`src/rtl/link_pkg.sv`:
```
// shared link types and default widths, imported by the link control and the testbench
package link_pkg;

   //##############################
   // default geometry
   //##############################

   // core side packet width in bits
   parameter int PW_DEFAULT  = 104;

   // half of one io beat, so a beat is 2*IOW bits
   parameter int IOW_DEFAULT = 16;

   //##############################
   // sequencer state
   //##############################

   // one encoding for both sequencers
   // start is only visited by the transmit side
   typedef enum logic [1:0] {
      idle  = 2'b00,   // waiting for a request or a start beat
      start = 2'b01,   // start beat on the io bus
      busy  = 2'b10    // data beats moving
   } link_state_t;

   // beats per packet is configured at run time
   // legal range is 1 to ceil(PW / (2*IOW)), so 4 with the defaults

endpackage

```
`src/rtl/link_ctrl.sv`:
```
// transmit and receive sequencers of the link, instantiated once by io_link
`timescale 1ns/1ps

module link_ctrl #(
   parameter int  PW  = link_pkg::PW_DEFAULT,   // core packet width
   parameter int  IOW = link_pkg::IOW_DEFAULT,  // half beat width
   localparam int CW  = $clog2(2*PW/IOW)        // beat counter width
) (
   input  logic          clk,
   input  logic          nreset,        // async, active low
   input  logic [CW-1:0] datasize,      // beats per packet
   input  logic          tx_access,     // core request, held until tx_wait falls
   input  logic          io_rx_access,  // start beat marker from the io bus
   output logic          tx_wait,       // transmitter not ready
   output logic          tx_load,       // capture core packet
   output logic          tx_shift,      // advance serializer one beat
   output logic          io_tx_access,  // start beat marker to the io bus
   output logic          rx_clear,      // wipe deserializer at start beat
   output logic          rx_shift,      // capture one io beat
   output logic          rx_access      // one cycle pulse, packet complete
);
   import link_pkg::*;

   link_state_t   tx_state;
   link_state_t   rx_state;
   logic [CW-1:0] tx_count;   // data beats still to send
   logic [CW-1:0] rx_count;   // data beats still to take
   logic          tx_last;    // final data beat is on the wire
   logic          rx_done;    // all beats taken

   //##############################
   // transmit sequencer
   //##############################

   always_ff @(posedge clk or negedge nreset) begin
      if (!nreset) begin
         tx_state <= idle;
      end else begin
         case (tx_state)
            idle: begin
               if (tx_access) begin
                  tx_state <= start;   // accept, tx_wait rises next cycle
               end
            end
            start: tx_state <= busy;   // one start beat only
            busy: begin
               if (tx_last) begin
                  tx_state <= idle;
               end
            end
            default: tx_state <= idle;
         endcase
      end
   end

   // reloads every idle cycle, so the accept edge picks up datasize
   always_ff @(posedge clk or negedge nreset) begin
      if (!nreset) begin
         tx_count <= '0;
      end else if (tx_state == idle) begin
         tx_count <= datasize;
      end else if (tx_state == busy) begin
         tx_count <= tx_count - 1'b1;
      end
   end

   // count of one or zero ends the frame, zero only for an illegal datasize
   assign tx_last      = (tx_state == busy) & ~|tx_count[CW-1:1];
   assign tx_wait      = (tx_state != idle);
   assign tx_load      = tx_access & (tx_state == idle);  // ignored while waiting
   assign tx_shift     = (tx_state == busy);
   assign io_tx_access = (tx_state == start);

   //##############################
   // receive sequencer
   //##############################

   always_ff @(posedge clk or negedge nreset) begin
      if (!nreset) begin
         rx_state <= idle;
      end else begin
         case (rx_state)
            idle:    rx_state <= io_rx_access ? busy : idle;
            busy:    rx_state <= rx_done ? idle : busy;
            default: rx_state <= idle;
         endcase
      end
   end

   always_ff @(posedge clk or negedge nreset) begin
      if (!nreset) begin
         rx_count <= '0;
      end else if (rx_state == busy) begin
         rx_count <= rx_count - 1'b1;
      end else begin
         rx_count <= datasize;   // armed for the next start beat
      end
   end

   assign rx_done  = (rx_state == busy) & ~|rx_count;
   assign rx_shift = (rx_state == busy) & ~rx_done;      // d captures per frame
   assign rx_clear = io_rx_access & (rx_state == idle);  // start beat seen

   // delayed done becomes the fifo strobe
   always_ff @(posedge clk or negedge nreset) begin
      if (!nreset) begin
         rx_access <= 1'b0;
      end else begin
         rx_access <= rx_done;
      end
   end

endmodule

```
`src/rtl/tx_serializer.sv`:
```
// transmit datapath that cuts a core packet into io beats, top beat first
`timescale 1ns/1ps

module tx_serializer #(
   parameter int  PW  = link_pkg::PW_DEFAULT,   // core packet width
   parameter int  IOW = link_pkg::IOW_DEFAULT,  // half beat width
   localparam int CW  = $clog2(2*PW/IOW)        // datasize width
) (
   input  logic           clk,
   input  logic           tx_load,       // capture on accept
   input  logic           tx_shift,      // next beat
   input  logic [CW-1:0]  datasize,      // beats per packet
   input  logic [PW-1:0]  tx_packet,     // core packet
   output logic [2*IOW-1:0] io_tx_packet // current beat
);

   localparam int BW = 2*IOW;            // beat width
   localparam int NB = (PW + BW - 1)/BW; // beats in a full packet
   localparam int SW = NB*BW;            // register width, whole beats

   logic [SW-1:0] shreg;    // outgoing beats, next one at the top
   logic [SW-1:0] aligned;  // packet with beat d-1 moved to the top

   //##############################
   // alignment on load
   //##############################

   // short packets move up by the unused beats, so beat d-1 leads
   // beats above d-1 fall off the top and never reach the wire
   always_comb begin
      aligned = SW'(tx_packet) << (BW * (NB - datasize));
   end

   //##############################
   // beat shifter
   //##############################

   // load on accept, then one beat per data cycle
   always_ff @(posedge clk) begin
      if (tx_load) begin
         shreg <= aligned;
      end else if (tx_shift) begin
         shreg <= shreg << BW;   // toward lower order beats
      end
   end

   // during the start beat this already shows beat d-1, receiver ignores it
   assign io_tx_packet = shreg[SW-1 -: BW];

endmodule

```
`src/rtl/rx_deserializer.sv`:
```
// receive datapath that rebuilds the wide packet from io beats for the core fifo
`timescale 1ns/1ps

module rx_deserializer #(
   parameter int PW  = link_pkg::PW_DEFAULT,   // core packet width, above one beat
   parameter int IOW = link_pkg::IOW_DEFAULT   // half beat width
) (
   input  logic             clk,
   input  logic             nreset,        // async, active low
   input  logic             rx_clear,      // start beat, wipe old packet
   input  logic             rx_shift,      // take one beat
   input  logic [2*IOW-1:0] io_rx_packet,  // beat from the io bus
   output logic [PW-1:0]    rx_packet      // reassembled packet
);

   localparam int BW = 2*IOW;   // beat width

   //##############################
   // packet assembly
   //##############################

   // first beat ends up highest after d shifts
   // unsent upper beats stay zero from the clear
   always_ff @(posedge clk or negedge nreset) begin
      if (!nreset) begin
         rx_packet <= '0;
      end else if (rx_clear) begin
         rx_packet <= '0;
      end else if (rx_shift) begin
         // new beat in at the bottom, bits past PW fall off the top
         rx_packet <= {rx_packet[PW-BW-1:0], io_rx_packet};
      end
   end

   // clear and shift never overlap
   // clear comes from the idle sequencer, shift from the busy one
   // packet then holds until the next start beat
   // fifo samples it with rx_access

endmodule

```
`src/rtl/io_link.sv`:
```
// top level of the narrow packet link, joins the sequencers with both datapaths
`timescale 1ns/1ps

module io_link #(
   parameter int  PW  = link_pkg::PW_DEFAULT,   // core packet width
   parameter int  IOW = link_pkg::IOW_DEFAULT,  // half beat width
   localparam int CW  = $clog2(2*PW/IOW)        // datasize width
) (
   input  logic             clk,
   input  logic             nreset,         // async, active low
   input  logic [CW-1:0]    datasize,       // beats per packet, 1 to ceil(PW/(2*IOW))
   // core transmit side
   input  logic             tx_access,
   input  logic [PW-1:0]    tx_packet,
   output logic             tx_wait,
   // io bus out
   output logic             io_tx_access,   // high on the start beat
   output logic [2*IOW-1:0] io_tx_packet,
   // io bus in
   input  logic             io_rx_access,
   input  logic [2*IOW-1:0] io_rx_packet,
   // core receive fifo side, no back pressure
   output logic             rx_access,
   output logic [PW-1:0]    rx_packet
);

   logic tx_load;    // accept strobe
   logic tx_shift;   // serializer advance
   logic rx_clear;   // start beat seen
   logic rx_shift;   // beat capture

   //##############################
   // sequencing
   //##############################

   link_ctrl #(.PW(PW), .IOW(IOW)) ctrl_i (
      .clk          (clk),
      .nreset       (nreset),
      .datasize     (datasize),
      .tx_access    (tx_access),
      .io_rx_access (io_rx_access),
      .tx_wait      (tx_wait),
      .tx_load      (tx_load),
      .tx_shift     (tx_shift),
      .io_tx_access (io_tx_access),
      .rx_clear     (rx_clear),
      .rx_shift     (rx_shift),
      .rx_access    (rx_access)
   );

   //##############################
   // datapaths
   //##############################

   tx_serializer #(.PW(PW), .IOW(IOW)) ser_i (
      .clk          (clk),
      .tx_load      (tx_load),
      .tx_shift     (tx_shift),
      .datasize     (datasize),
      .tx_packet    (tx_packet),
      .io_tx_packet (io_tx_packet)
   );

   rx_deserializer #(.PW(PW), .IOW(IOW)) deser_i (
      .clk          (clk),
      .nreset       (nreset),
      .rx_clear     (rx_clear),
      .rx_shift     (rx_shift),
      .io_rx_packet (io_rx_packet),
      .rx_packet    (rx_packet)
   );

endmodule

```
`config.mk`:
```
export PLATFORM = sky130hd
export DESIGN_NAME = io_link
export DESIGN_NICKNAME = d
export VERILOG_FILES = /design/src/rtl/link_pkg.sv /design/src/rtl/link_ctrl.sv /design/src/rtl/tx_serializer.sv /design/src/rtl/rx_deserializer.sv /design/src/rtl/io_link.sv
export SDC_FILE = /design/constraint.sdc
export NUM_CORES = 1
export LEC_CHECK = 0
export BUFFER_PORTS_ARGS = -buffer_cell sky130_fd_sc_hd__buf_4
export CELL_PAD_IN_SITES_DETAIL_PLACEMENT = 1
export CELL_PAD_IN_SITES_GLOBAL_PLACEMENT = 1
export CORE_MARGIN = 2
export CORE_UTILIZATION = 43
export DETAILED_ROUTE_END_ITERATION = 16
export PLACE_DENSITY = 0.87
export SYNTH_ARGS = -nofsm -noshare
export SYNTH_HDL_FRONTEND = slang
export SYNTH_HIERARCHICAL = 1
export SYNTH_SLANG_ARGS = --single-unit
```
`constraint.sdc`:
```
create_clock -name clk -period 4.4 [get_ports clk]
set_input_delay 0.88 -clock clk [delete_from_list [all_inputs] [get_ports clk]]
set_output_delay 0.88 -clock clk [all_outputs]
set_load 0.05 [all_outputs]
```
# Word level (Yosys, flattened, before mapping)
# Index checks and enable logic that the tools add are counted.
# Widths: inputs -> output; s select.
word_totals:
  reg_bits: 245
  in_bits: 144
  out_inout_bits: 139
op_classes:
  add_sub_neg: 3
  eq_ne: 5
  shift: 1
  mux: 13
  bitwise_logic: 6
  reduce_logical: 11
ops:
  columns: ["cell", "n"]
  rows:
  - ["$mux 128", 2]
  - ["$mux 104", 2]
  - ["$shl 104x32->128", 1]
  - ["$mux 4", 3]
  - ["$mux 2", 4]
  - ["$reduce_bool 2->1", 4]
  - ["$sub 4x1->4 const B", 2]
  - ["$pmux 2 s3", 1]
  - ["$and 1x1->1", 5]
  - ["$sub 3x4->5 const A", 1]
  - ["$eq 2x2->1 const B", 2]
  - ["$logic_not 2->1", 2]
  - ["$ne 2x2->1 const B", 2]
  - ["$pmux 2 s2", 1]
  - ["$reduce_or 4->1", 1]
  - ["$reduce_or 3->1", 1]
  - ["$eq 2x1->1 const B", 1]
  - ["$logic_not 1->1", 2]
  - ["$reduce_and 2->1", 1]
  - ["$not 1->1", 1]

# Logic depth before layout (Yosys ltp)
depth:
  depth_word: 7
  depth_mapped: 8
  mapped_depth_nobuf: 6

# Cells and area by module
# The synthesis kept the hierarchy.
modules_own_cells:
  columns: ["mod", "n_inst", "cells_each", "area_each_um2", "seq_area_each_um2"]
  rows:
  - ["tx_serializer", 1, 541, 6950.4, 3843.7]
  - ["rx_deserializer", 1, 336, 4227.8, 2602.5]
  - ["link_ctrl", 1, 63, 600.6, 300.3]

# Worst setup path after synthesis
# OpenSTA, ideal clock, no wires.
synth_path:
  path_type: "register -> register"
  startpoint: "register ctrl_i.tx_state[0]"
  endpoint: "register ser_i.shreg[0], enable pin"
  setup_time_ps: 433
  arrival_time_ps: 3132
  setup_slack_ps: 835
  stages_incl_launch_ff: 6
  n_path_buf: 2
  cell_sequence: "dfrtp_1 clkbuf_1 or2_2 nor2_1 clkbuf_1 or2_2"
synth_between:
  elab_chain_len: 3
  word_cells_on_any_way: 4
  cone_classes: "eq/ne (1); bitwise (1); reduce/logical (2)"
synth_lines:
  columns: ["element", "line", "text"]
  rows:
  - ["start: declaration", "link_ctrl.sv:24", "link_state_t tx_state;"]
  - ["start signal: assignment", "link_ctrl.sv:37", "tx_state <= idle;"]
  - ["start signal: assignment", "link_ctrl.sv:42", "tx_state <= start;"]
  - ["start signal: assignment", "link_ctrl.sv:45", "start: tx_state <= busy;"]
  - ["$logic_not 2->1", "link_ctrl.sv:70", "assign tx_load = tx_access & (tx_state == idle);"]
  - ["$and 1x1->1", "link_ctrl.sv:70", null]
  - ["named net tx_load", "io_link.sv:27", "logic tx_load;"]
  - ["$reduce_bool 2->1 (no source line)", null, null]
  - ["end signal: assignment", "tx_serializer.sv:41", "shreg <= aligned;"]
  - ["end signal: assignment", "tx_serializer.sv:43", "shreg <= shreg << BW;"]
  - ["end: declaration", "tx_serializer.sv:21", "logic [SW-1:0] shreg;"]
# The timed path passes the listed nets, and every way through them passes these cells.
# A chain may end at the register's enable or synchronous reset.

# Worst setup path in the final report
layout_path:
  startpoint: "register ctrl_i.tx_state[0]"
  endpoint: "register ser_i.shreg[89] (data pin)"
layout_between:
  elab_chain_len: 3
layout_lines:
  columns: ["element", "line", "text"]
  rows:
  - ["$logic_not 2->1", "link_ctrl.sv:70", null]
  - ["$and 1x1->1", "link_ctrl.sv:70", null]
  - ["named net tx_load", "io_link.sv:27", null]
  - ["$mux 128", "tx_serializer.sv:40", "if (tx_load) begin"]
# The timed path passes the listed nets, and every way through them passes these cells.

==> metrics.txt <==
Power Density=approximately 860 nW/µm²; sequential share of power=35.3%; Synth Area in Adders=less than 1%; Clock Power Share=~18%; worst slew pin tran=between 1 and 1.5 ns; register area=6750 µm²; Setup Buffers After CTS=0; Initial Utilization=43.7%; Final Cell Area=14800 µm²; Clock Sinks=between 200 and 250; Cell Area, Synth=around 12000 µm²; routed len/inst=22.6 µm; CTS buffer count=27; # rows=60; pins over their slew limit=0; met1 Usage GRT=28.8%; Yosys warning count=6; final RePlAce weighted congestion=0.778; worst skew pair latency=around 0.53 ns; Most Crowded Layer GR=met2; Peak VDD IR=352 µV; Cell Count, Final, Fillers Out=roughly 1500; delay-heaviest family, CP=simple AND/OR/NAND/NOR gates; Cell Area, Placed=13900 µm²; ys async rst share=47.5%; die width=170 µm; WP data required=4.78 ns; # IOs=between 200 and 300; Leak=7.17 nW; placed insts=1480; Die ar.=28700 µm²; largest family of logic cells by synthesized area=multiplexers; Reg-to-Reg End=ser_i/shreg[89]; Final min period=between 3 and 4 ns; Reg2Reg Setup Slack=1.38 ns; DR DRC count=0; CP startpoint kind=flip-flop; worst hold path class=reg2reg; mux contribution to synthesized area=15.3%; R2R depth=8; Die H=170 µm; Post-DRT Antenna Nets=0; Max Clk Rate=331 MHz; GRT Overall Usage=23.5%; vias in the first global route=9329; Final setup violation count=0; Hold Crit Start=ctrl_i/rx_count[0]; core area=roughly 27000 µm²; Net Count, Synth=1088; Crit. End Element=flip-flop; CTS clk-pin slew, worst paths=~0.06 ns; I/O Buffers=282; Sw Ratio=between 40% and 50%; Final WS setup=1.38 ns; highest-delay cell along the critical path=a21oi_4; grt ovf=0; Post-Syn Area per Cell=12.5 µm²; Critical R2R Launch=ctrl_i/tx_state[0]; number of stages on the worst setup path=8; Most used DFF post-synth=edfxtp_1; final period utilization=between 60% and 70%; antenna violations before repair=0; HPWL reported at the end of detailed placement=23000 µm; Max stage delay on crit path=0.56 ns; CTS Buffer Depth=3; routed wire length=34600 µm; Crit path buffers/inverters=2; TNS Setup=0 ns; Pre-Repair DR Iteration Count=4; Arr. time, crit path=3.40 ns; post-synthesis xor/xnor area fraction=0.223%; GR Util met2=a little over two fifths; Clock Skews=0.0144 ns; Distinct cells, synth=48; CTS tree=built; Area growth, synth to finish=25.5%; Resized cells post-CTS=0; Hold Path End=ctrl_i/rx_count[0]; max cap viols=0; H-tree Lvls=1; Final Net Count=1316; share of the yosys chip area belonging to registers=between 50 and 60%; status=completed; Gate Count Post-Synth=940; grt met3 use=5.48%; Comb power frac=a little under half; Via density=5.68; clock root buffer=clkbuf_16; # hold bufs at CTS=0; WS Path Type=reg2reg; Post-Synth Simple-Gate Area=7.13%; Multi-input gate area=between 4000 and 5000 µm²; max_slew headroom=a little over a fifth; layout cell share with drive strength beyond 1=around a third; Final Hold Viols=0; Hold Crit Depth=1; EDFF count, synth=128; most common cell after layout, fill and taps aside=buf_4; filler cell count in the final layout=2778; post-synthesis compound-gate area fraction=approximately an eighth; most frequent cells in the layout=301 x buf_4, 156 x mux2i_1, 128 x edfxtp_1; first-pass GRT wire length=52900 µm; internal power=0.00708 W; hold_ws=about 0.50 ns; RSZ-0062 raised after global routing=no; crit-path cells=or2_2 > nor2_1 > buf_4 > or3b_4 > a21oi_4 > buf_4 > a21oi_1 > o2bb2ai_1; Yosys reg bits=~240; Place WS=approximately 1.2 ns; iteration-0 DRC count of the detailed router=about 700; CP Max Fanout=24; NetSw=0.00558 W; diode count=0; vias post-DR=8681; largest net degree at the start of global routing=90; most frequent CP cell=buf_4
## synthesized netlist by cell type, drive strengths merged, types with 5 or more instances
| cell type | number | area [µm²] |
|---|---|---|
| edfxtp | 128 | 3840 |
| buf | 75 | 548 |
| mux2 | 21 | 236 |
| nand3 | 8 | 40.0 |
| clkbuf | 31 | 116 |
| o221ai | 9 | 78.8 |
| dfrtp | 116 | 2900 |
| a21oi | 32 | 171 |
| nor2 | 112 | 420 |
| mux2i | 156 | 1560 |
| nor3 | 6 | 30.0 |
| a32o | 8 | 80.1 |
| a21o | 24 | 180 |
| o21ai | 42 | 248 |
| a22oi | 20 | 200 |
| inv | 22 | 82.6 |
| o2bb2ai | 36 | 315 |
| and3 | 33 | 206 |
| a22o | 23 | 201 |
| nand2 | 5 | 18.8 |
## routing by layer
metal	vias up	part of all wire, %
met5	-	0
met4	0	2.4
met3	59	7.6
met2	355	50
met1	4381	40
li1	3886	-
## worst reg2reg max path: cells and delay by family, from the launching register on
family | cells | cell delay, ns
simple gates | 3 | 0.91
compound gates | 3 | 0.85
buf+inv | 2 | 0.62
flops | 1 | 0.48
## final cells by class
cell class	instances	share of cell area, %
Clock buffer	35	4.98
Clock inverter	13	0.838
Inverter	22	0.559
Timing Repair Buffer	305	15.8
Tap cell	341	2.89
Multi-Input combinational cell	568	29.3
Sequential cell	244	45.7
## registers in the layout, summed over array words and instances, names as in the netlist
signal             flops
ctrl_i/rx_state        1
ctrl_i/tx_state        2
ctrl_i/rx_count        4
ctrl_i/rx_access       1
ser_i/shreg          128
deser_i/rx_packet    104
ctrl_i/tx_count        4
## stage by stage
stage               total power (W)  util, %
floorplan                   0.00879        -
global placement             0.0102     51.6
detailed placement           0.0104     51.6
CTS                          0.0127     54.8
global route                 0.0132     54.8
finish                       0.0127     54.8
## power groups by stage
| stage | clock network (W) | logic, W | registers (W) |
|---|---|---|---|
| 4_1_cts | 0.00227 | 0.00601 | 0.00447 |
| 6_report | 0.00222 | 0.00598 | 0.00447 |
| 5_1_grt | 0.00235 | 0.00630 | 0.00458 |
| 3_3_place_gp | 0 | 0.00577 | 0.00442 |
| 3_5_place_dp | 0 | 0.00596 | 0.00447 |
| 2_1_floorplan | 0 | 0.00301 | 0.00578 |
## how the worst max path moves through the flow
stage                                   from               end  slack [ns]
after CTS                 ctrl_i/tx_state[0]   ser_i/shreg[89]        1.40
final                     ctrl_i/tx_state[0]   ser_i/shreg[89]        1.38
after floorplan           ctrl_i/tx_state[0]    ser_i/shreg[0]        0.83
after global placement             tx_access  ser_i/shreg[111]        1.27
after global routing      ctrl_i/tx_state[0]   ser_i/shreg[93]        1.28
after detailed placement         datasize[0]  ser_i/shreg[102]        1.16
## logic make-up after synthesis
logic type,Yosys count
buf+inv,128
mux,177
flops,244
xor+xnor,3
fa+ha+maj,4
compound gates,204
simple gates,180
No activity file was read; power rests on OpenSTA's default activity.
